--- src/hw/decode_cfg.svh ---
`ifndef DECODE_CFG_SVH
`define DECODE_CFG_SVH

// Bus widths
`define DATA_W 8
`define ADDR_W 16
`define FLAG_W 8

// Status register bit positions
`define CARRY_BIT    0
`define ZERO_BIT     1
`define OVERFLOW_BIT 6
`define NEGATIVE_BIT 7

`endif

--- src/hw/decode_pkg.sv ---
`include "decode_cfg.svh"

package decode_pkg;

    typedef enum logic [`DATA_W-1:0] {
        OP_NOP     = 8'hEA,
        OP_SEC     = 8'h38, OP_CLC = 8'h18, OP_CLV = 8'hB8,
        OP_TAX     = 8'hAA, OP_TAY = 8'hA8, OP_TXA = 8'h8A, OP_TYA = 8'h98,
        OP_INX     = 8'hE8, OP_INY = 8'hC8, OP_DEX = 8'hCA, OP_DEY = 8'h88,
        OP_ASL_A   = 8'h0A, OP_LSR_A = 8'h4A,
        OP_LDA_IMM = 8'hA9, OP_LDA_ZP = 8'hA5, OP_LDA_ABS = 8'hAD,
        OP_LDX_IMM = 8'hA2, OP_LDX_ZP = 8'hA6, OP_LDX_ABS = 8'hAE,
        OP_LDY_IMM = 8'hA0, OP_LDY_ZP = 8'hA4, OP_LDY_ABS = 8'hAC,
        OP_AND_IMM = 8'h29, OP_AND_ZP = 8'h25, OP_AND_ABS = 8'h2D,
        OP_ORA_IMM = 8'h09, OP_ORA_ZP = 8'h05, OP_ORA_ABS = 8'h0D,
        OP_EOR_IMM = 8'h49, OP_EOR_ZP = 8'h45, OP_EOR_ABS = 8'h4D,
        OP_ADC_IMM = 8'h69, OP_ADC_ZP = 8'h65, OP_ADC_ABS = 8'h6D,
        OP_SBC_IMM = 8'hE9, OP_SBC_ZP = 8'hE5, OP_SBC_ABS = 8'hED,
        OP_STA_ZP  = 8'h85, OP_STA_ABS = 8'h8D,
        OP_STX_ZP  = 8'h86, OP_STX_ABS = 8'h8E,
        OP_STY_ZP  = 8'h84, OP_STY_ABS = 8'h8C,
        OP_JMP_ABS = 8'h4C,
        OP_BCS     = 8'hB0
    } opcode_t;

    typedef enum logic [3:0] {
        ST_IDLE, ST_FETCH, ST_ADDR_LO, ST_ADDR_HI, ST_OPERAND,
        ST_EXECUTE, ST_WRITEBACK, ST_MEM_WRITE, ST_PC_LOAD, ST_BRANCH
    } state_t;

    typedef enum logic [3:0] {
        CLS_NOP, CLS_FLAG, CLS_TRANSFER, CLS_REG_ALU, CLS_LOAD,
        CLS_ALU, CLS_STORE, CLS_JUMP, CLS_BRANCH, CLS_ILLEGAL
    } op_class_t;

    typedef enum logic [2:0] {
        AM_IMPLIED, AM_IMMEDIATE, AM_ZERO_PAGE, AM_ABSOLUTE, AM_RELATIVE
    } addr_mode_t;

    typedef enum logic [1:0] {SEL_NONE, SEL_A, SEL_X, SEL_Y} reg_sel_t;

    typedef enum logic [3:0] {
        ALU_NOP, ALU_ASL, ALU_LSR, ALU_AND, ALU_OR, ALU_XOR,
        ALU_ADD, ALU_SUB, ALU_INC, ALU_DEC, ALU_FLG, ALU_TMX
    } alu_op_t;

    typedef enum logic [1:0] {
        BUF_IDLE  = 2'b00,
        BUF_LOAD  = 2'b01,
        BUF_STORE = 2'b10
    } buf_op_t;

    // Bit 2 enable, bit 1 drives the bus, bit 0 picks bus 2
    typedef enum logic [2:0] {
        REG_IDLE       = 3'b000,
        REG_LOAD_BUS1  = 3'b100,
        REG_LOAD_BUS2  = 3'b101,
        REG_STORE_BUS1 = 3'b110,
        REG_STORE_BUS2 = 3'b111
    } reg_op_t;

    typedef enum logic [1:0] {PC_HOLD, PC_INC, PC_LOAD, PC_BRANCH} pc_op_t;

    typedef enum logic {ASEL_PC, ASEL_OPERAND} addr_sel_t;

endpackage

--- src/hw/opcode_classifier.sv ---
`timescale 1ns/1ps
`include "decode_cfg.svh"

module opcode_classifier import decode_pkg::*; (
    input  logic [`DATA_W-1:0] instruction,
    output op_class_t          op_class,
    output addr_mode_t         addr_mode,
    output reg_sel_t           target,
    output alu_op_t            alu_op
);

    opcode_t op;

    assign op = opcode_t'(instruction);

    always_comb begin
        case (op)
            OP_NOP: op_class = CLS_NOP;
            OP_SEC, OP_CLC, OP_CLV: op_class = CLS_FLAG;
            OP_TAX, OP_TAY, OP_TXA, OP_TYA: op_class = CLS_TRANSFER;
            OP_INX, OP_INY, OP_DEX, OP_DEY, OP_ASL_A, OP_LSR_A: op_class = CLS_REG_ALU;
            OP_LDA_IMM, OP_LDA_ZP, OP_LDA_ABS, OP_LDX_IMM, OP_LDX_ZP, OP_LDX_ABS,
            OP_LDY_IMM, OP_LDY_ZP, OP_LDY_ABS: op_class = CLS_LOAD;
            OP_AND_IMM, OP_AND_ZP, OP_AND_ABS, OP_ORA_IMM, OP_ORA_ZP, OP_ORA_ABS,
            OP_EOR_IMM, OP_EOR_ZP, OP_EOR_ABS, OP_ADC_IMM, OP_ADC_ZP, OP_ADC_ABS,
            OP_SBC_IMM, OP_SBC_ZP, OP_SBC_ABS: op_class = CLS_ALU;
            OP_STA_ZP, OP_STA_ABS, OP_STX_ZP, OP_STX_ABS,
            OP_STY_ZP, OP_STY_ABS: op_class = CLS_STORE;
            OP_JMP_ABS: op_class = CLS_JUMP;
            OP_BCS: op_class = CLS_BRANCH;
            default: op_class = CLS_ILLEGAL;
        endcase
    end

    always_comb begin
        case (op)
            OP_LDA_IMM, OP_LDX_IMM, OP_LDY_IMM, OP_AND_IMM, OP_ORA_IMM,
            OP_EOR_IMM, OP_ADC_IMM, OP_SBC_IMM: addr_mode = AM_IMMEDIATE;
            OP_LDA_ZP, OP_LDX_ZP, OP_LDY_ZP, OP_AND_ZP, OP_ORA_ZP, OP_EOR_ZP,
            OP_ADC_ZP, OP_SBC_ZP, OP_STA_ZP, OP_STX_ZP, OP_STY_ZP: addr_mode = AM_ZERO_PAGE;
            OP_LDA_ABS, OP_LDX_ABS, OP_LDY_ABS, OP_AND_ABS, OP_ORA_ABS, OP_EOR_ABS,
            OP_ADC_ABS, OP_SBC_ABS, OP_STA_ABS, OP_STX_ABS, OP_STY_ABS,
            OP_JMP_ABS: addr_mode = AM_ABSOLUTE;
            OP_BCS: addr_mode = AM_RELATIVE;
            default: addr_mode = AM_IMPLIED;
        endcase
    end

    always_comb begin
        case (op)
            OP_LDA_IMM, OP_LDA_ZP, OP_LDA_ABS, OP_STA_ZP, OP_STA_ABS, OP_ASL_A, OP_LSR_A,
            OP_AND_IMM, OP_AND_ZP, OP_AND_ABS, OP_ORA_IMM, OP_ORA_ZP, OP_ORA_ABS,
            OP_EOR_IMM, OP_EOR_ZP, OP_EOR_ABS, OP_ADC_IMM, OP_ADC_ZP, OP_ADC_ABS,
            OP_SBC_IMM, OP_SBC_ZP, OP_SBC_ABS: target = SEL_A;
            OP_LDX_IMM, OP_LDX_ZP, OP_LDX_ABS, OP_STX_ZP, OP_STX_ABS,
            OP_TAX, OP_TXA, OP_INX, OP_DEX: target = SEL_X;  // Transfers name the index side
            OP_LDY_IMM, OP_LDY_ZP, OP_LDY_ABS, OP_STY_ZP, OP_STY_ABS,
            OP_TAY, OP_TYA, OP_INY, OP_DEY: target = SEL_Y;
            default: target = SEL_NONE;
        endcase
    end

    // For flag ops INC sets carry, DEC clears it and FLG clears overflow
    always_comb begin
        case (op)
            OP_SEC, OP_INX, OP_INY: alu_op = ALU_INC;
            OP_CLC, OP_DEX, OP_DEY: alu_op = ALU_DEC;
            OP_CLV, OP_LDA_IMM, OP_LDA_ZP, OP_LDA_ABS, OP_LDX_IMM, OP_LDX_ZP, OP_LDX_ABS,
            OP_LDY_IMM, OP_LDY_ZP, OP_LDY_ABS: alu_op = ALU_FLG;
            OP_TAX, OP_TAY: alu_op = ALU_TMX;  // Accumulator is the source
            OP_ASL_A: alu_op = ALU_ASL;
            OP_LSR_A: alu_op = ALU_LSR;
            OP_AND_IMM, OP_AND_ZP, OP_AND_ABS: alu_op = ALU_AND;
            OP_ORA_IMM, OP_ORA_ZP, OP_ORA_ABS: alu_op = ALU_OR;
            OP_EOR_IMM, OP_EOR_ZP, OP_EOR_ABS: alu_op = ALU_XOR;
            OP_ADC_IMM, OP_ADC_ZP, OP_ADC_ABS: alu_op = ALU_ADD;
            OP_SBC_IMM, OP_SBC_ZP, OP_SBC_ABS: alu_op = ALU_SUB;
            default: alu_op = ALU_NOP;
        endcase
    end

endmodule

--- src/hw/operand_latch.sv ---
`timescale 1ns/1ps
`include "decode_cfg.svh"

module operand_latch import decode_pkg::*; (
    input  logic               clk,
    input  logic               rst_n,
    input  logic               clk_enable,
    input  logic [`DATA_W-1:0] instruction,
    input  state_t             next_state,
    input  op_class_t          op_class,
    input  addr_mode_t         addr_mode,
    input  reg_sel_t           target,
    input  alu_op_t            alu_op,
    output op_class_t          cur_class,
    output addr_mode_t         cur_mode,
    output reg_sel_t           cur_target,
    output alu_op_t            cur_alu,
    output logic               cur_is_bcs,
    output logic [`ADDR_W-1:0] operand_address
);

    always_ff @(posedge clk or negedge rst_n) begin
        if (!rst_n) begin
            cur_class       <= CLS_NOP;
            cur_mode        <= AM_IMPLIED;
            cur_target      <= SEL_NONE;
            cur_alu         <= ALU_NOP;
            cur_is_bcs      <= 1'b0;
            operand_address <= '0;
        end else if (clk_enable) begin
            case (next_state)
                ST_FETCH: begin  // Opcode byte is on the bus
                    cur_class  <= op_class;
                    cur_mode   <= addr_mode;
                    cur_target <= target;
                    cur_alu    <= alu_op;
                    cur_is_bcs <= (instruction == OP_BCS);
                end
                ST_ADDR_LO: operand_address <= {{(`ADDR_W - `DATA_W){1'b0}}, instruction};
                ST_ADDR_HI, ST_PC_LOAD: begin
                    operand_address <= {instruction, operand_address[`DATA_W-1:0]};
                end
                default: ;
            endcase
        end
    end

endmodule

--- src/hw/sequencer.sv ---
`timescale 1ns/1ps

module sequencer import decode_pkg::*; (
    input  logic       clk,
    input  logic       rst_n,
    input  logic       clk_enable,
    input  op_class_t  op_class,
    input  addr_mode_t addr_mode,
    input  op_class_t  cur_class,
    input  addr_mode_t cur_mode,
    output state_t     state,
    output state_t     next_state
);

    op_class_t  dec_class;
    addr_mode_t dec_mode;

    // Opcode is still on the bus in IDLE, afterwards only the latched copy is valid
    assign dec_class = (state == ST_IDLE) ? op_class : cur_class;
    assign dec_mode  = (state == ST_IDLE) ? addr_mode : cur_mode;

    always_comb begin
        next_state = ST_IDLE;
        case (state)
            ST_IDLE: next_state = ST_FETCH;
            ST_FETCH: begin
                case (dec_class)
                    CLS_REG_ALU: next_state = ST_EXECUTE;
                    CLS_LOAD, CLS_ALU: begin
                        next_state = (dec_mode == AM_IMMEDIATE) ? ST_OPERAND : ST_ADDR_LO;
                    end
                    CLS_STORE, CLS_JUMP: next_state = ST_ADDR_LO;
                    CLS_BRANCH: next_state = ST_OPERAND;
                    default: next_state = ST_IDLE;  // Implied ops finish here
                endcase
            end
            ST_ADDR_LO: begin
                if (dec_class == CLS_JUMP) begin
                    next_state = ST_PC_LOAD;
                end else if (dec_mode == AM_ABSOLUTE) begin
                    next_state = ST_ADDR_HI;
                end else if (dec_class == CLS_STORE) begin
                    next_state = ST_WRITEBACK;
                end else begin
                    next_state = ST_OPERAND;
                end
            end
            ST_ADDR_HI: next_state = (dec_class == CLS_STORE) ? ST_WRITEBACK : ST_OPERAND;
            ST_OPERAND: next_state = (dec_class == CLS_BRANCH) ? ST_BRANCH : ST_EXECUTE;
            ST_EXECUTE: next_state = ST_WRITEBACK;
            ST_WRITEBACK: next_state = (dec_class == CLS_STORE) ? ST_MEM_WRITE : ST_IDLE;
            default: next_state = ST_IDLE;
        endcase
    end

    always_ff @(posedge clk or negedge rst_n) begin
        if (!rst_n) begin
            state <= ST_IDLE;
        end else if (clk_enable) begin
            state <= next_state;
        end
    end

endmodule

--- src/hw/control_decode.sv ---
`timescale 1ns/1ps
`include "decode_cfg.svh"

module control_decode import decode_pkg::*; (
    input  state_t             state,
    input  op_class_t          cur_class,
    input  addr_mode_t         cur_mode,
    input  reg_sel_t           cur_target,
    input  alu_op_t            cur_alu,
    input  logic               cur_is_bcs,
    input  logic [`ADDR_W-1:0] operand_address,
    input  logic [`FLAG_W-1:0] status,
    output logic [`ADDR_W-1:0] memory_address,
    output addr_sel_t          address_select,
    output logic               rw,
    output buf_op_t            data_buffer_op,
    output buf_op_t            input_latch_op,
    output pc_op_t             pc_op,
    output alu_op_t            alu_op,
    output reg_op_t            acc_op,
    output reg_op_t            x_op,
    output reg_op_t            y_op,
    output logic [`FLAG_W-1:0] status_write,
    output logic [`FLAG_W-1:0] status_value
);

    localparam logic [`FLAG_W-1:0] C_MASK  = `FLAG_W'(1) << `CARRY_BIT;
    localparam logic [`FLAG_W-1:0] V_MASK  = `FLAG_W'(1) << `OVERFLOW_BIT;
    localparam logic [`FLAG_W-1:0] ZN_MASK = (`FLAG_W'(1) << `ZERO_BIT)
                                           | (`FLAG_W'(1) << `NEGATIVE_BIT);

    reg_op_t tgt_op;  // Operation for the register named by cur_target
    logic    is_shift;

    assign is_shift = (cur_alu == ALU_ASL) || (cur_alu == ALU_LSR);

    always_comb begin
        memory_address = '0;
        address_select = ASEL_PC;
        rw             = 1'b1;
        data_buffer_op = BUF_IDLE;
        input_latch_op = BUF_IDLE;
        pc_op          = PC_HOLD;
        alu_op         = ALU_NOP;
        acc_op         = REG_IDLE;
        x_op           = REG_IDLE;
        y_op           = REG_IDLE;
        status_write   = '0;
        status_value   = '0;
        tgt_op         = REG_IDLE;
        case (state)
            ST_FETCH: begin
                pc_op = PC_INC;
                if (cur_class == CLS_FLAG) begin
                    case (cur_alu)
                        ALU_INC: begin
                            status_write = C_MASK;
                            status_value = C_MASK;
                        end
                        ALU_DEC: status_write = C_MASK;
                        default: status_write = V_MASK;
                    endcase
                end else if (cur_class == CLS_TRANSFER) begin
                    if (cur_alu == ALU_TMX) begin  // A into X or Y
                        acc_op = REG_STORE_BUS1;
                        tgt_op = REG_LOAD_BUS1;
                    end else begin
                        acc_op = REG_LOAD_BUS1;
                        tgt_op = REG_STORE_BUS1;
                    end
                end
            end
            ST_ADDR_LO: pc_op = PC_INC;
            ST_ADDR_HI: begin
                pc_op          = PC_INC;
                address_select = ASEL_OPERAND;
                memory_address = operand_address;
            end
            ST_OPERAND: begin
                input_latch_op = BUF_LOAD;
                if (cur_mode == AM_IMMEDIATE) begin
                    pc_op = PC_INC;  // Skip past the immediate byte
                end
                if (cur_mode == AM_ZERO_PAGE) begin
                    address_select = ASEL_OPERAND;
                    memory_address = operand_address;
                end
            end
            ST_EXECUTE: begin
                status_write = ZN_MASK;
                case (cur_class)
                    CLS_LOAD: begin
                        input_latch_op = BUF_STORE;
                        alu_op         = ALU_FLG;
                    end
                    CLS_ALU: begin
                        input_latch_op = BUF_STORE;
                        acc_op         = REG_STORE_BUS2;
                        alu_op         = cur_alu;
                    end
                    CLS_REG_ALU: begin
                        tgt_op       = REG_STORE_BUS1;
                        alu_op       = cur_alu;
                        status_write = is_shift ? (ZN_MASK | C_MASK) : ZN_MASK;
                    end
                    default: status_write = '0;
                endcase
            end
            ST_WRITEBACK: begin
                if (cur_class == CLS_STORE) begin
                    tgt_op         = REG_STORE_BUS2;
                    data_buffer_op = BUF_LOAD;
                end else begin
                    alu_op = ALU_TMX;
                    tgt_op = REG_LOAD_BUS2;
                end
            end
            ST_MEM_WRITE: begin
                data_buffer_op = BUF_STORE;
                rw             = 1'b0;
                address_select = ASEL_OPERAND;
                memory_address = operand_address;
            end
            ST_PC_LOAD: begin
                pc_op          = PC_LOAD;
                memory_address = operand_address;
            end
            ST_BRANCH: begin
                if (cur_is_bcs && status[`CARRY_BIT]) begin
                    input_latch_op = BUF_STORE;  // Offset goes to the PC adder
                    pc_op          = PC_BRANCH;
                end
            end
            default: ;
        endcase

        if (tgt_op != REG_IDLE) begin
            case (cur_target)
                SEL_A: acc_op = tgt_op;
                SEL_X: x_op = tgt_op;
                SEL_Y: y_op = tgt_op;
                default: ;
            endcase
        end
    end

endmodule

--- src/hw/decode_top.sv ---
`timescale 1ns/1ps
`include "decode_cfg.svh"

module decode_top import decode_pkg::*; (
    input  logic               clk,
    input  logic               rst_n,
    input  logic               clk_enable,
    input  logic [`DATA_W-1:0] instruction,
    input  logic [`FLAG_W-1:0] status,
    output logic [`ADDR_W-1:0] memory_address,
    output addr_sel_t          address_select,
    output logic               rw,
    output buf_op_t            data_buffer_op,
    output buf_op_t            input_latch_op,
    output pc_op_t             pc_op,
    output alu_op_t            alu_op,
    output reg_op_t            acc_op,
    output reg_op_t            x_op,
    output reg_op_t            y_op,
    output logic [`FLAG_W-1:0] status_write,
    output logic [`FLAG_W-1:0] status_value
);

    op_class_t          op_class;
    addr_mode_t         addr_mode;
    reg_sel_t           target;
    alu_op_t            dec_alu;  // Classifier view of the byte on the bus
    state_t             state;
    state_t             next_state;
    op_class_t          cur_class;
    addr_mode_t         cur_mode;
    reg_sel_t           cur_target;
    alu_op_t            cur_alu;
    logic               cur_is_bcs;
    logic [`ADDR_W-1:0] operand_address;

    opcode_classifier i_opcode_classifier (
        .instruction (instruction),
        .op_class    (op_class),
        .addr_mode   (addr_mode),
        .target      (target),
        .alu_op      (dec_alu)
    );

    operand_latch i_operand_latch (
        .clk             (clk),
        .rst_n           (rst_n),
        .clk_enable      (clk_enable),
        .instruction     (instruction),
        .next_state      (next_state),
        .op_class        (op_class),
        .addr_mode       (addr_mode),
        .target          (target),
        .alu_op          (dec_alu),
        .cur_class       (cur_class),
        .cur_mode        (cur_mode),
        .cur_target      (cur_target),
        .cur_alu         (cur_alu),
        .cur_is_bcs      (cur_is_bcs),
        .operand_address (operand_address)
    );

    sequencer i_sequencer (
        .clk        (clk),
        .rst_n      (rst_n),
        .clk_enable (clk_enable),
        .op_class   (op_class),
        .addr_mode  (addr_mode),
        .cur_class  (cur_class),
        .cur_mode   (cur_mode),
        .state      (state),
        .next_state (next_state)
    );

    control_decode i_control_decode (
        .state           (state),
        .cur_class       (cur_class),
        .cur_mode        (cur_mode),
        .cur_target      (cur_target),
        .cur_alu         (cur_alu),
        .cur_is_bcs      (cur_is_bcs),
        .operand_address (operand_address),
        .status          (status),
        .memory_address  (memory_address),
        .address_select  (address_select),
        .rw              (rw),
        .data_buffer_op  (data_buffer_op),
        .input_latch_op  (input_latch_op),
        .pc_op           (pc_op),
        .alu_op          (alu_op),
        .acc_op          (acc_op),
        .x_op            (x_op),
        .y_op            (y_op),
        .status_write    (status_write),
        .status_value    (status_value)
    );

endmodule

--- config.mk ---
export PLATFORM = sky130hd
export DESIGN_NAME = decode_top
export DESIGN_NICKNAME = d
export VERILOG_FILES = /design/src/hw/decode_pkg.sv /design/src/hw/opcode_classifier.sv /design/src/hw/operand_latch.sv /design/src/hw/sequencer.sv /design/src/hw/control_decode.sv /design/src/hw/decode_top.sv
export VERILOG_INCLUDE_DIRS = /design/src /design/src/hw
export SDC_FILE = /design/constraint.sdc
export NUM_CORES = 1
export LEC_CHECK = 0
export BUFFER_PORTS_ARGS = -buffer_cell sky130_fd_sc_hd__buf_2
export CAP_MARGIN = 20
export CORE_MARGIN = 4
export CORE_UTILIZATION = 35
export CTS_CLUSTER_DIAMETER = 50
export DETAILED_ROUTE_END_ITERATION = 8
export GPL_ROUTABILITY_DRIVEN = 0
export PLACE_DENSITY = 0.6
export SYNTH_ARGS = -nofsm -noshare
export SYNTH_HDL_FRONTEND = slang
export SYNTH_SLANG_ARGS = --single-unit
--- constraint.sdc ---
create_clock -name clk -period 2.9 [get_ports clk]
set_clock_uncertainty 0.2 [all_clocks]
set_input_delay 0.58 -clock clk [delete_from_list [all_inputs] [get_ports clk]]
set_output_delay 0.58 -clock clk [all_outputs]
set_load 0.02 [all_outputs]
# Word-level counts from Yosys, hierarchy flattened
# Cells that the tools add are included.
[word_totals] reg_bits=34 input_bits=19 output_inout_bits=53
[op_classes] n_eq_ne=83 n_mux=56 bitwise=1 n_reduce_logical=38
[ops] cell="8-bit equality test, second input constant" n=29
[ops] cell="8-bit by 7-bit equality test with 1-bit output, second input constant" n=8
[ops] cell="16-bit one-hot mux with 2 select lines" n=2
[ops] cell="3-bit two-way mux" n=15
[ops] cell="4-bit by 3-bit equality test with 1-bit output, second input constant" n=11
[ops] cell="4-bit one-hot mux with 11 select lines" n=1
[ops] cell="4-bit one-hot mux with 9 select lines" n=1
[ops] cell="4-bit by 2-bit equality test with 1-bit output, second input constant" n=8
[ops] cell="8-bit by 6-bit equality test with 1-bit output, second input constant" n=4
[ops] cell="8-bit one-hot mux with 2 select lines" n=2
[ops] cell="3-bit OR reduction" n=10
[ops] cell="4-bit equality test, second input constant" n=7
[ops] cell="4-bit one-hot mux with 7 select lines" n=1
[ops] cell="9-bit OR reduction" n=3
[ops] cell="8-bit by 4-bit equality test with 1-bit output, second input constant" n=3
[ops] cell="8-bit two-way mux" n=3
[ops] cell="22-bit OR reduction" n=1
[ops] cell="4-bit two-way mux" n=5
[ops] cell="4-bit by 1-bit equality test with 1-bit output, second input constant" n=4
[ops] cell="16-bit two-way mux" n=1
[ops] cell="4-bit one-hot mux with 2 select lines" n=2
[ops] cell="4-bit one-hot mux with 4 select lines" n=1
[ops] cell="2-bit OR reduction" n=8
[ops] cell="15-bit OR reduction" n=1
[ops] cell="other kinds (30)" n=47

# Logic depth before layout (Yosys ltp)
# Gate-level depths: netlist of the first run.
[logic_depth] word_depth=13 mapped_depth=12 depth_no_buf=8

# Hierarchy
# A second synthesis of the first run with hierarchy kept.
[unflattened] cells_unflattened=388 hier_area_um2=3311.9
[by_module_without_submodules] mod="operand_latch" n_inst=1 cells_per_inst=105 area_per_inst_um2=1453.9
[by_module_without_submodules] mod="control_decode" n_inst=1 cells_per_inst=121 area_per_inst_um2=757.0
[by_module_without_submodules] mod="opcode_classifier" n_inst=1 cells_per_inst=110 area_per_inst_um2=676.9
[by_module_without_submodules] mod="sequencer" n_inst=1 cells_per_inst=52 area_per_inst_um2=424.2

# Worst setup path after synthesis of the first run
# OpenSTA, ideal clock, no wires.
[synth_timing] kind="input-to-reg" from="input port instruction[1]" to="register i_operand_latch.cur_alu[0]" setup_time_ns=0.127 t_arrival_ns=3.020 required_time_ns=2.573 slack_ns=-0.448 stages=11 path_cell_list="buf_6 -> or2_4 -> nor4_4 -> nor3_2 -> a211oi_1 -> a21oi_1 -> a2111oi_4 -> and4bb_1 -> buf_4 -> buf_8 -> mux2_1"
[synth_via] elab_chain_len=11 word_cells_on_any_way=89
[synth_rtl] element="start, declared" line_no="decode_top.sv:8" source="input logic [`DATA_W-1:0] instruction,"
[synth_rtl] element="8-bit by 6-bit equality test with 1-bit output, or another cell as far along" line_no="opcode_classifier.sv:17, opcode_classifier.sv:36, opcode_classifier.sv:65"
[synth_rtl] element="15-bit OR reduction, or another cell as far along" line_no="opcode_classifier.sv:17" source="case (op)"
[synth_rtl] element="4-bit one-hot mux with 9 select lines" line_no="opcode_classifier.sv:17"
[synth_rtl] element="4-bit two-way mux" line_no="sequencer.sv:19" source="assign dec_class = (state == ST_IDLE) ? op_class : cur_class;"
[synth_rtl] element="4-bit by 3-bit equality test with 1-bit output"
[synth_rtl] element="2-bit two-way mux" line_no="sequencer.sv:42, sequencer.sv:48"
[synth_rtl] element="4-bit two-way mux" line_no="sequencer.sv:40" source="end else if (dec_mode == AM_ABSOLUTE) begin"
[synth_rtl] element="4-bit two-way mux" line_no="sequencer.sv:38" source="if (dec_class == CLS_JUMP) begin"
[synth_rtl] element="4-bit one-hot mux with 7 select lines" line_no="sequencer.sv:24" source="case (state)"
[synth_rtl] element="4-bit by 1-bit equality test with 1-bit output" line_no="operand_latch.sv:31" source="case (next_state)"
[synth_rtl] element="2-bit AND reduction (no source line)"
[synth_rtl] element="end signal, assigned" line_no="operand_latch.sv:36" source="cur_alu <= alu_op;"
[synth_rtl] element="end, declared" line_no="operand_latch.sv:17" source="output alu_op_t cur_alu,"
# Several ways; a longest one is shown, not always the timed one.
# A chain may end at the register's enable or synchronous reset.

# Worst setup path after layout of the first run
[layout_timing] from="register i_sequencer.state[1]" to="output port acc_op[1]"
[layout_via] elab_chain_len=4 word_cells_on_any_way=8
[layout_rtl] element="start, declared" line_no="sequencer.sv:11" source="output state_t state,"
[layout_rtl] element="start signal, assigned" line_no="sequencer.sv:60" source="state <= next_state;"
[layout_rtl] element="4-bit by 3-bit equality test with 1-bit output or 4-bit by 1-bit equality test with 1-bit output (tied branches)" line_no="control_decode.sv:51" source="case (state)"
[layout_rtl] element="3-bit one-hot mux with 3 select lines or 3-bit one-hot mux with 2 select lines (tied branches)" line_no="control_decode.sv:51"
[layout_rtl] element="3-bit nonzero test or 3-bit two-way mux (tied branches)" line_no="control_decode.sv:137, control_decode.sv:138"
[layout_rtl] element="3-bit two-way mux *" line_no="control_decode.sv:137" source="if (tgt_op != REG_IDLE) begin"
[layout_rtl] element="end, declared" line_no="decode_top.sv:17" source="output reg_op_t acc_op,"
# Mark *: on every way between the ends. The rest lies on a longest branch, timed or not.

==> reports/results.txt, run 1 <==
DP HPWL - 7.58 mm
Pwr Density - 455 nW/um^2
Mean Syn Cell Area - 8.21 um^2
Yosys reg bits - 34
die footprint - 10,600 um^2
Routed Antenna Nets - 0
Combinational Power Share - 45.3%
Flop pwr share - 34.1%
Relative slew margins - 48.1%
required time of the critical path - 2.12 ns
Die W - 103 um
CP Cell Sequence - buf_6, or4b_4, nor3_4, nand3_2, and3_4, or3b_4, nand2_2, o21ai_4, buf_6
GRT Util Overall - 19.6%
Sw Ratio - 36.5%
initial antenna violation count - 0
Synth async-reset ratio - 100%
EDFF count, synth - 0
crit path max fanout - 4
sequential share of the synthesized area - 26.8%
ant diodes - 0
outcome - finished with violations
Psw - 817 uW
CP max-delay cell - or4b_4
# fillers - 805
top_reg_cell synth - dfrtp_1
# H-tree levels - 2
Top Ports - 72
clock transition at the registers of the reported paths - 0.08 ns
Final Hold Viols - 0
worst slew pin tran - 0.778 ns
TritonCTS clock tree - yes
Critical Path Max Stage Delay - 0.51 ns
Worst setup SP type - flop
Mapped Cells - 386
Clock Path Buffers - 2
Pint - 1420 uW
crit path DAT - 2.49 ns
RSZ-0062 raised after global routing - yes
Slew Limit Fails - 0
core area - 8760 um^2
setup violators final - 39
mapped cell area - 3170 um^2
final WL - 10.5 mm
Netlist cell types - 73
VDD IR max - 0.000401 V
CP top delay family - simple AND/OR/NAND/NOR gates
clock network fraction of total power - 20.6%
Crit Path Category - reg -> out
share of layout cells above drive strength 1 - 47.5%
Layout area overhead - 55.0%
Lkg Pwr - 0.00222 uW
via count - 3,519
root buffer cell - clkbuf_8
setup ws final - -0.371 ns
nets - 558
total grt overflow - 0
most frequent cells in the layout - buf_4, buf_2, nor2_1
most common cell type on the critical path - buf_6
DR pass1 iterations - 5
fin crit period - 3.27 ns
DR iter-0 viols - 160
final cycle utilization of the critical path - 113%
DRC viols - 0
commonest non-fill, non-tap cell in the layout - buf_4
Starting Density - 36.2%
total CTS buffers - 5
Max Cap Viol - 0
setup_tns - -7.77 ns
DIE HEIGHT - 103 um
Rows - 34
clock net sink count - 34
PnR Total Power - 2240 uW
largest net degree at the start of global routing - 35
failing checks - setup timing
top achievable clock speed - 0.306 GHz
Hold WC Path Type - in -> async
Ys Warns - 0
Buffers & Inverters on Critical Path - 2
vias per std cell - 5.44
CP endpoint kind - output port
first-pass GRT wire length - 16.5 mm
Port Buffers - 53
number of global-route vias before repair - 3,354
worst skew pair latency - 0.29 ns
per-cell routed wire length - 16.3 um
synth_stat cells, types with 12 or more instances:
cell / number / area, um^2
a21oi_1: 19 / 95.1
and2_1: 19 / 119
buf_4: 13 / 97.6
clkbuf_1: 13 / 48.8
dfrtp_1: 34 / 851
nand2_1: 32 / 120
nand2b_1: 12 / 75.1
nand3_1: 15 / 75.1
nor2_1: 38 / 143
nor2b_1: 12 / 75.1
nor3_1: 16 / 80.1
o21ai_0: 18 / 90.1
path summary, 6_finish.rpt:
kind | from | endpoint | slack, ns | cells past startpoint
setup / recovery | i_sequencer.state[1] | acc_op[1] | -0.37 | 9
hold / removal | rst_n | i_operand_latch.cur_alu[0] | 0.17 | 1
setup reg to reg | i_sequencer.state[1] | i_operand_latch.operand_address[7] | -0.25 | 10
hold reg to reg | i_operand_latch.operand_address[12] | i_operand_latch.operand_address[12] | 0.29 | 1
max in group asynchronous | rst_n | i_operand_latch.operand_address[7] | 1.84 | 1
min in group clk | i_operand_latch.operand_address[12] | i_operand_latch.operand_address[12] | 0.29 | 1
cell families (layout without fill, tap and decap cells):
family	after synthesis	count (layout)	synth area share, %
other	1	11	0.118
xor gates and xnor gates	3	3	0.829
and+or+nand+nor	179	179	31.8
DFF	34	34	26.8
buffers and inverters	50	192	8.37
muxes	23	23	8.92
AOI/OAI and AO/OA	96	97	23.1
power groups by stage:
stage | Clock (uW) | Combinational (uW) | Sequential, uW
after floorplan | 0 | 619 | 708
after global placement | 0 | 851 | 763
after detailed placement | 0 | 865 | 764
after CTS | 466 | 948 | 759
after global routing | 491 | 1100 | 789
final | 460 | 1010 | 762
repair_timing:
item                                    in CTS  in global routing
endpoints found under the setup margin      56                 58
gates resized for setup                     64                 26
cloned                                       1                  1
pin swaps                                   23                 11
hold buffers                                 0                  0
setup buffers                               12                 10
area by class of cell:
cell class | instances | area, um^2 | area share, %
Multi-Input combinational cell | 313 | 2470 | 50.2
Timing Repair Buffer | 174 | 1310 | 26.6
Sequential cell | 34 | 851 | 17.3
Tap cell | 108 | 135 | 2.75
Clock buffer | 6 | 82.6 | 1.68
Inverter | 11 | 41.3 | 0.840
Clock inverter | 1 | 30.0 | 0.611
flip-flops by register name (all words and copies together) (netlist names):
name / cells
i_operand_latch.cur_class: 4
i_operand_latch.operand_address: 16
i_operand_latch.cur_mode: 3
i_sequencer.state: 4
i_operand_latch.cur_target: 2
i_operand_latch.cur_alu: 4
i_operand_latch.cur_is_bcs: 1
per-layer routing:
layer	up-vias	global-route usage [%]	share of wire, %
li1	1695	-	-
met1	1699	26.0	47
met2	110	34.0	47
met3	15	2.01	4.9
met4	0	5.18	1.2
met5	-	0	0
through the flow:
step                utilization (%)  area [um^2]  hold slack [ns]  instances  setup WS (ns)
detailed placement             48.4         4240            0.273        617         -0.575
CTS                            53.8         4720            0.194        637         -0.373
finish                         56.1         4910            0.165        647         -0.371
global route                   56.1         4910            0.231        647         -0.428
global placement               48.4         4240            0.277        617         -0.552
floorplan                         -         3300           0.0844        396         -0.338
worst register-to-register path: cells and delay by family (launching register included):
family          cells  cell delay (ns)
simple gates        3             0.97
buf+inv             3             0.46
mux                 1             0.30
flops               1             0.40
compound gates      3             0.71
No activity file was read; power rests on OpenSTA's default activity.
==> run 2: changes to the inputs <==
==> constraint.sdc (replaced) <==
create_clock -name clk -period 2.9 [get_ports clk]
set_clock_uncertainty 0.2 [all_clocks]
set_input_delay 0 -clock clk [delete_from_list [all_inputs] [get_ports clk]]
set_output_delay 0 -clock clk [all_outputs]
set_load 0.02 [all_outputs]
==> run 2 against run 1 <==
Against the previous run: the flow still finishes with violations (setup timing); critical endpoint is now i_operand_latch.operand_address[5]; first-iteration DRC count increased by 38%; largest power group unchanged; cell count decreased by 2.8%; worst setup slack improved by 0.17 ns; sequential share of layout area increased by 1.4 points; utilization decreased by 4.2 points.
==> reports/results.txt, run 2 (synthesis gave the netlist of run 1 again) <==
outcome - finished with violations (unchanged)
failing checks - setup timing (unchanged)
GRT Util Overall - 19.0% (was 19.6%)
DP HPWL - 7.56 mm (was 7.58 mm)
Psw - 768 uW (was 817 uW)
total CTS buffers - 5 (unchanged)
vias per std cell - 5.41 (was 5.44)
DRC viols - 0 (unchanged)
Post-Layout Inst Area - 4540 um^2 (was 4910 um^2)
first-pass GRT wire length - 16.1 mm (was 16.5 mm)
root buffer cell - clkbuf_8 (unchanged)
required time of the critical path - 2.87 ns (was 2.12 ns)
crit path DAT - 3.07 ns (was 2.49 ns)
RSZ-0062 raised after global routing - yes (unchanged)
Port Buffers - 53 (unchanged)
hold wc startpoint - instruction[3]
die footprint - 10,600 um^2 (unchanged)
final WL - 9.83 mm (was 10.5 mm)
WHS - 0.0109 ns (was 0.165 ns)
largest net degree at the start of global routing - 35 (unchanged)
ant diodes - 0 (unchanged)
Relative slew margins - 50.3% (was 48.1%)
VDD IR max - 0.000273 V (was 0.000401 V)
DR iter-0 viols - 220 (was 160)
DIE HEIGHT - 103 um (unchanged)
final cycle utilization of the critical path - 107% (was 113%)
Pwr Density - 491 nW/um^2 (was 455 nW/um^2)
post-layout util - 51.9% (was 56.1%)
Final Hold Viols - 0 (unchanged)
Top Ports - 72 (unchanged)
PnR Total Power - 2230 uW (was 2240 uW)
Worst setup SP type - flop (unchanged)
Layout area overhead - 43.3% (was 55.0%)
Setup Slack @ Placement - -0.261 ns (was -0.575 ns)
Slew Limit Fails - 0 (unchanged)
Worst R2R End - i_operand_latch.operand_address[5] (was i_operand_latch.operand_address[7])
TritonCTS clock tree - yes (unchanged)
flop2flop setup slack - -0.20 ns (was -0.25 ns)
per-cell routed wire length - 15.6 um (was 16.3 um)
Combinational Power Share - 42.7% (was 45.3%)
setup ws final - -0.198 ns (was -0.371 ns)
worst slew pin tran - 0.746 ns (was 0.778 ns)
Top reg by flops - i_operand_latch.operand_address (unchanged)
Pint - 1460 uW (was 1420 uW)
worst skew pair latency - 0.28 ns (was 0.29 ns)
CP endpoint kind - flop (was output port)
clock network fraction of total power - 23.4% (was 20.6%)
Flop pwr share - 34.0% (was 34.1%)
initial antenna violation count - 0 (unchanged)
Hold WC Path Type - in -> reg (was in -> async)
Hold Crit Depth - 3
core area - 8760 um^2 (unchanged)
Lkg Pwr - 0.00210 uW (was 0.00222 uW)
Rows - 34 (unchanged)
Reg2Reg Depth - 10 (unchanged)
multi-input logic area - 2210 um^2 (was 2470 um^2)
commonest non-fill, non-tap cell in the layout - buf_4 (unchanged)
Clock Path Buffers - 2 (unchanged)
DR pass1 iterations - 5 (unchanged)
Sw Ratio - 34.4% (was 36.5%)
# fillers - 829 (was 805)
max reg flops - 16 (unchanged)
total grt overflow - 0 (unchanged)
nets - 539 (was 558)
via count - 3,406 (was 3,519)
Max Cap Viol - 0 (unchanged)
clock net sink count - 34 (unchanged)
Crit Path Category - reg -> reg (was reg -> out)
flip-flop and latch area - 851 um^2 (unchanged)
# H-tree levels - 2 (unchanged)
FF-to-FF Start - i_sequencer.state[2] (was i_sequencer.state[1])
clock transition at the registers of the reported paths - 0.07 ns (was 0.08 ns)
fin crit period - 3.10 ns (was 3.27 ns)
most frequent cells in the layout - buf_4, buf_2, nor2_1 (unchanged)
Routed Antenna Nets - 0 (unchanged)
crit path max fanout - 8 (was 4)
top achievable clock speed - 0.323 GHz (was 0.306 GHz)
share of layout cells above drive strength 1 - 38.8% (was 47.5%)
Die W - 103 um (unchanged)
Starting Density - 36.2% (unchanged)
setup violators final - 33 (was 39)
DP Area - 4140 um^2 (was 4240 um^2)
number of global-route vias before repair - 3,221 (was 3,354)
WHS Endpoint - i_operand_latch.operand_address[11]
run 2: worst max-delay path, cell delays in order (launching register included):
cell and delay (ns):
dfrtp_1 0.39, or4_4 0.61, nand2_4 0.11, nor4_4 0.04, or2_4 0.25, a2111oi_4 0.40
o211ai_4 0.15, buf_4 0.16, nor3b_4 0.20, buf_12 0.17, mux2_4 0.30
run 2: cell type report:
| cell class | count | area share (%) |
|---|---|---|
| multi-input combinational | 312 | 48.7 |
| timing repair buffer | 156 | 25.7 |
| sequential | 34 | 18.7 |
| tap | 108 | 2.97 |
| clock buffer | 5 | 1.51 |
| clock inverter | 3 | 1.51 |
| inverter | 11 | 0.909 |
run 2: worst max-delay path by stage:
stage	start	endpoint	slack [ns]	cells after the start
floorplan	i_sequencer.state[3]	i_operand_latch.cur_alu[0]	-0.19	11
global placement	i_sequencer.state[3]	i_operand_latch.cur_target[1]	-0.19	10
detailed placement	i_sequencer.state[3]	i_operand_latch.cur_mode[2]	-0.26	10
CTS	i_sequencer.state[3]	i_operand_latch.cur_class[2]	-0.21	10
global route	i_sequencer.state[2]	i_operand_latch.operand_address[14]	-0.27	9
finish	i_sequencer.state[2]	i_operand_latch.operand_address[5]	-0.20	10
run 2: power by group through the flow:
stage          Sequential [uW]  Combinational (uW)  Clock, uW
5_1_grt                    778                1030        562
3_3_place_gp               748                 857          0
3_5_place_dp               753                 875          0
6_report                   758                 951        521
4_1_cts                    750                 919        536
2_1_floorplan              705                 615          0
run 2: timing repair:
item | CTS | global route
hold buffers | 9 | 0
pin swaps | 3 | 9
resized for setup | 10 | 19
cloned | 1 | 0
hold endpoints to repair | 47 | 0
buffers inserted | 4 | 4
endpoints found under the setup margin | 33 | 33
run 2: per-stage QoR:
step                cells  setup TNS [ns]
floorplan             396           -2.58
global placement      604           -3.20
detailed placement    604           -4.30
CTS                   626           -5.13
global route          629           -7.97
finish                629           -5.15
run 2: layer usage:
metal	GRT usage, %	part of all wire [%]	vias up	wire length (um)
li1	-	-	1651	-
met1	26.2	45	1614	4460
met2	31.8	48	126	4720
met3	2.15	5.4	15	531
met4	4.78	1.2	0	118
met5	0	0	-	0
==> run 3: changes to the inputs <==
--- a/config.mk
+++ b/config.mk
@@ -13,7 +13,7 @@
 export CTS_CLUSTER_DIAMETER = 50
 export DETAILED_ROUTE_END_ITERATION = 8
 export GPL_ROUTABILITY_DRIVEN = 0
-export PLACE_DENSITY = 0.6
+export PLACE_DENSITY = 0.58
 export SYNTH_ARGS = -nofsm -noshare
 export SYNTH_HDL_FRONTEND = slang
 export SYNTH_SLANG_ARGS = --single-unit
==> constraint.sdc (replaced) <==
create_clock -name clk -period 3.7 [get_ports clk]
set_clock_uncertainty 0.2 [all_clocks]
set_input_delay 0 -clock clk [delete_from_list [all_inputs] [get_ports clk]]
set_output_delay 0 -clock clk [all_outputs]
set_load 0.02 [all_outputs]
==> run 3 against run 2 <==
Against the previous run: the flow now finishes without violations; power fell by 35%; worst setup slack improved by 0.59 ns; first-iteration DRC count fell by 40%; sequential power fell by 22%; clock-buffer cell count rose by 1; non-clock buffer count fell by 85; critical path depth fell by 1; critical endpoint is now i_operand_latch.cur_is_bcs.
==> reports/results.txt, run 3 (synthesis gave the netlist of run 1 again) <==
Rows - 34 (unchanged)
RSZ-0062 raised after global routing - no (was yes)
CP endpoint kind - flop (unchanged)
max reg flops - 16 (unchanged)
Worst setup SP type - flop (unchanged)
Clock Path Buffers - 2 (unchanged)
FF-to-FF Start - i_sequencer.state[1] (was i_sequencer.state[2])
PnR Total Power - 1440 uW (was 2230 uW)
setup violators final - 0 (was 33)
GRT Util Overall - 16.7% (was 19.0%)
Port Buffers - 53 (unchanged)
DR pass1 iterations - 5 (unchanged)
setup repair bufs after CTS - 0 (was 4)
most frequent cells in the layout - buf_2, nor2_1, dfrtp_1 (was buf_4, buf_2, nor2_1)
fin crit period - 3.31 ns (was 3.10 ns)
top achievable clock speed - 0.302 GHz (was 0.323 GHz)
total CTS buffers - 5 (unchanged)
Routed Antenna Nets - 0 (unchanged)
first-pass GRT wire length - 14.5 mm (was 16.1 mm)
hold wc startpoint - instruction[4] (was instruction[3])
DRC viols - 0 (unchanged)
Hold WC Path Type - in -> reg (unchanged)
Layout area overhead - 14.4% (was 43.3%)
vias per std cell - 5.51 (was 5.41)
Die W - 103 um (unchanged)
Starting Density - 36.2% (unchanged)
Slew Limit Fails - 0 (unchanged)
nets - 454 (was 539)
Lkg Pwr - 0.00162 uW (was 0.00210 uW)
largest net degree at the start of global routing - 35 (unchanged)
setup_tns - 0 ns (was -5.15 ns)
Relative slew margins - 48.4% (was 50.3%)
clock transition at the registers of the reported paths - 0.07 ns (about the same)
root buffer cell - clkbuf_8 (unchanged)
via count - 2,996 (was 3,406)
Crit Path Category - reg -> reg (unchanged)
final WL - 8.62 mm (was 9.83 mm)
Final Hold Viols - 0 (unchanged)
share of layout cells above drive strength 1 - 22.2% (was 38.8%)
outcome - completed (was finished with violations)
final cycle utilization of the critical path - 89.4% (was 107%)
DIE HEIGHT - 103 um (unchanged)
Top Ports - 72 (unchanged)
DP HPWL - 6.38 mm (was 7.56 mm)
commonest non-fill, non-tap cell in the layout - buf_2 (was buf_4)
worst slew pin tran - 0.774 ns (was 0.746 ns)
CP Launch Point - i_sequencer.state[1] (was i_sequencer.state[2])
# H-tree levels - 2 (unchanged)
crit path max fanout - 14 (was 8)
Max Cap Viol - 0 (unchanged)
die footprint - 10,600 um^2 (unchanged)
crit path DAT - 3.26 ns (was 3.07 ns)
TritonCTS clock tree - yes (unchanged)
worst skew pair latency - 0.28 ns (about the same)
core area - 8760 um^2 (unchanged)
ant diodes - 0 (unchanged)
total grt overflow - 0 (unchanged)
Pwr Density - 397 nW/um^2 (was 491 nW/um^2)
number of global-route vias before repair - 2,845 (was 3,221)
per-cell routed wire length - 15.8 um (was 15.6 um)
Top reg by flops - i_operand_latch.operand_address (unchanged)
initial antenna violation count - 0 (unchanged)
required time of the critical path - 3.65 ns (was 2.87 ns)
DR iter-0 viols - 133 (was 220)
clock net sink count - 34 (unchanged)
VDD IR max - 0.000191 V (was 0.000273 V)
run 3: cell type report:
cell class	count	area, um^2
clock inverter	2	12.5
sequential	34	851
inverter	11	41.3
tap	108	135
fill	902	5140
clock buffer	6	82.6
timing repair buffer	71	413
multi-input combinational	312	2090
run 3: final timing paths:
kind	depth (start not counted)	endpoint	slack (ns)
max in group asynchronous	2	i_operand_latch.cur_class[2]	2.67
min in group asynchronous	2	i_operand_latch.operand_address[8]	0.13
setup reg to reg	9	i_operand_latch.cur_is_bcs	0.39
hold / removal	3	i_operand_latch.cur_alu[2]	0.01
hold reg to reg	1	i_operand_latch.operand_address[12]	0.30
setup / recovery	9	i_operand_latch.cur_is_bcs	0.39
run 3: power by group:
group | switching, uW | total (uW) | internal (uW)
combinational | 305 | 561 | 256
clock | 135 | 285 | 150
sequential | 101 | 594 | 493
total | 541 | 1440 | 899
run 3: routing by layer:
metal | share of wire [%] | global-route usage, % | up-vias | wire length [um]
li1 | - | - | 1487 | -
met1 | 49 | 24.7 | 1403 | 4240
met2 | 44 | 26.3 | 98 | 3780
met3 | 6.1 | 2.08 | 8 | 525
met4 | 0.87 | 3.59 | 0 | 75
met5 | 0 | 0 | - | 0
run 3: worst max-delay path, cell delays in order (launching register included):
cell and delay [ns]:
dfrtp_1 0.38, or4_1 0.70, nand2_4 0.16, nor4_2 0.06, or2_4 0.25, a2111oi_4 0.39
o211ai_4 0.17, and4bb_1 0.28, buf_4 0.24, mux2_1 0.35
run 3: repair_timing:
item | 4_1_cts | 5_1_grt
hold endpoints to repair | 43 | 0
resized for setup | 0 | 0
hold buffers | 5 | 0
run 3: per-stage QoR:
| stage | cells | setup slack [ns] | hold slack, ns | cell area, um^2 | util (%) |
|---|---|---|---|---|---|
| global placement | 531 | 0.449 | -0.0866 | 3480 | 39.7 |
| floorplan | 396 | 0.546 | -0.496 | 3210 | - |
| CTS | 544 | 0.382 | 0.0110 | 3630 | 41.4 |
| global route | 544 | 0.106 | 0.0510 | 3630 | 41.4 |
| finish | 544 | 0.393 | 0.0144 | 3630 | 41.4 |
| detailed placement | 531 | 0.415 | -0.0799 | 3480 | 39.7 |
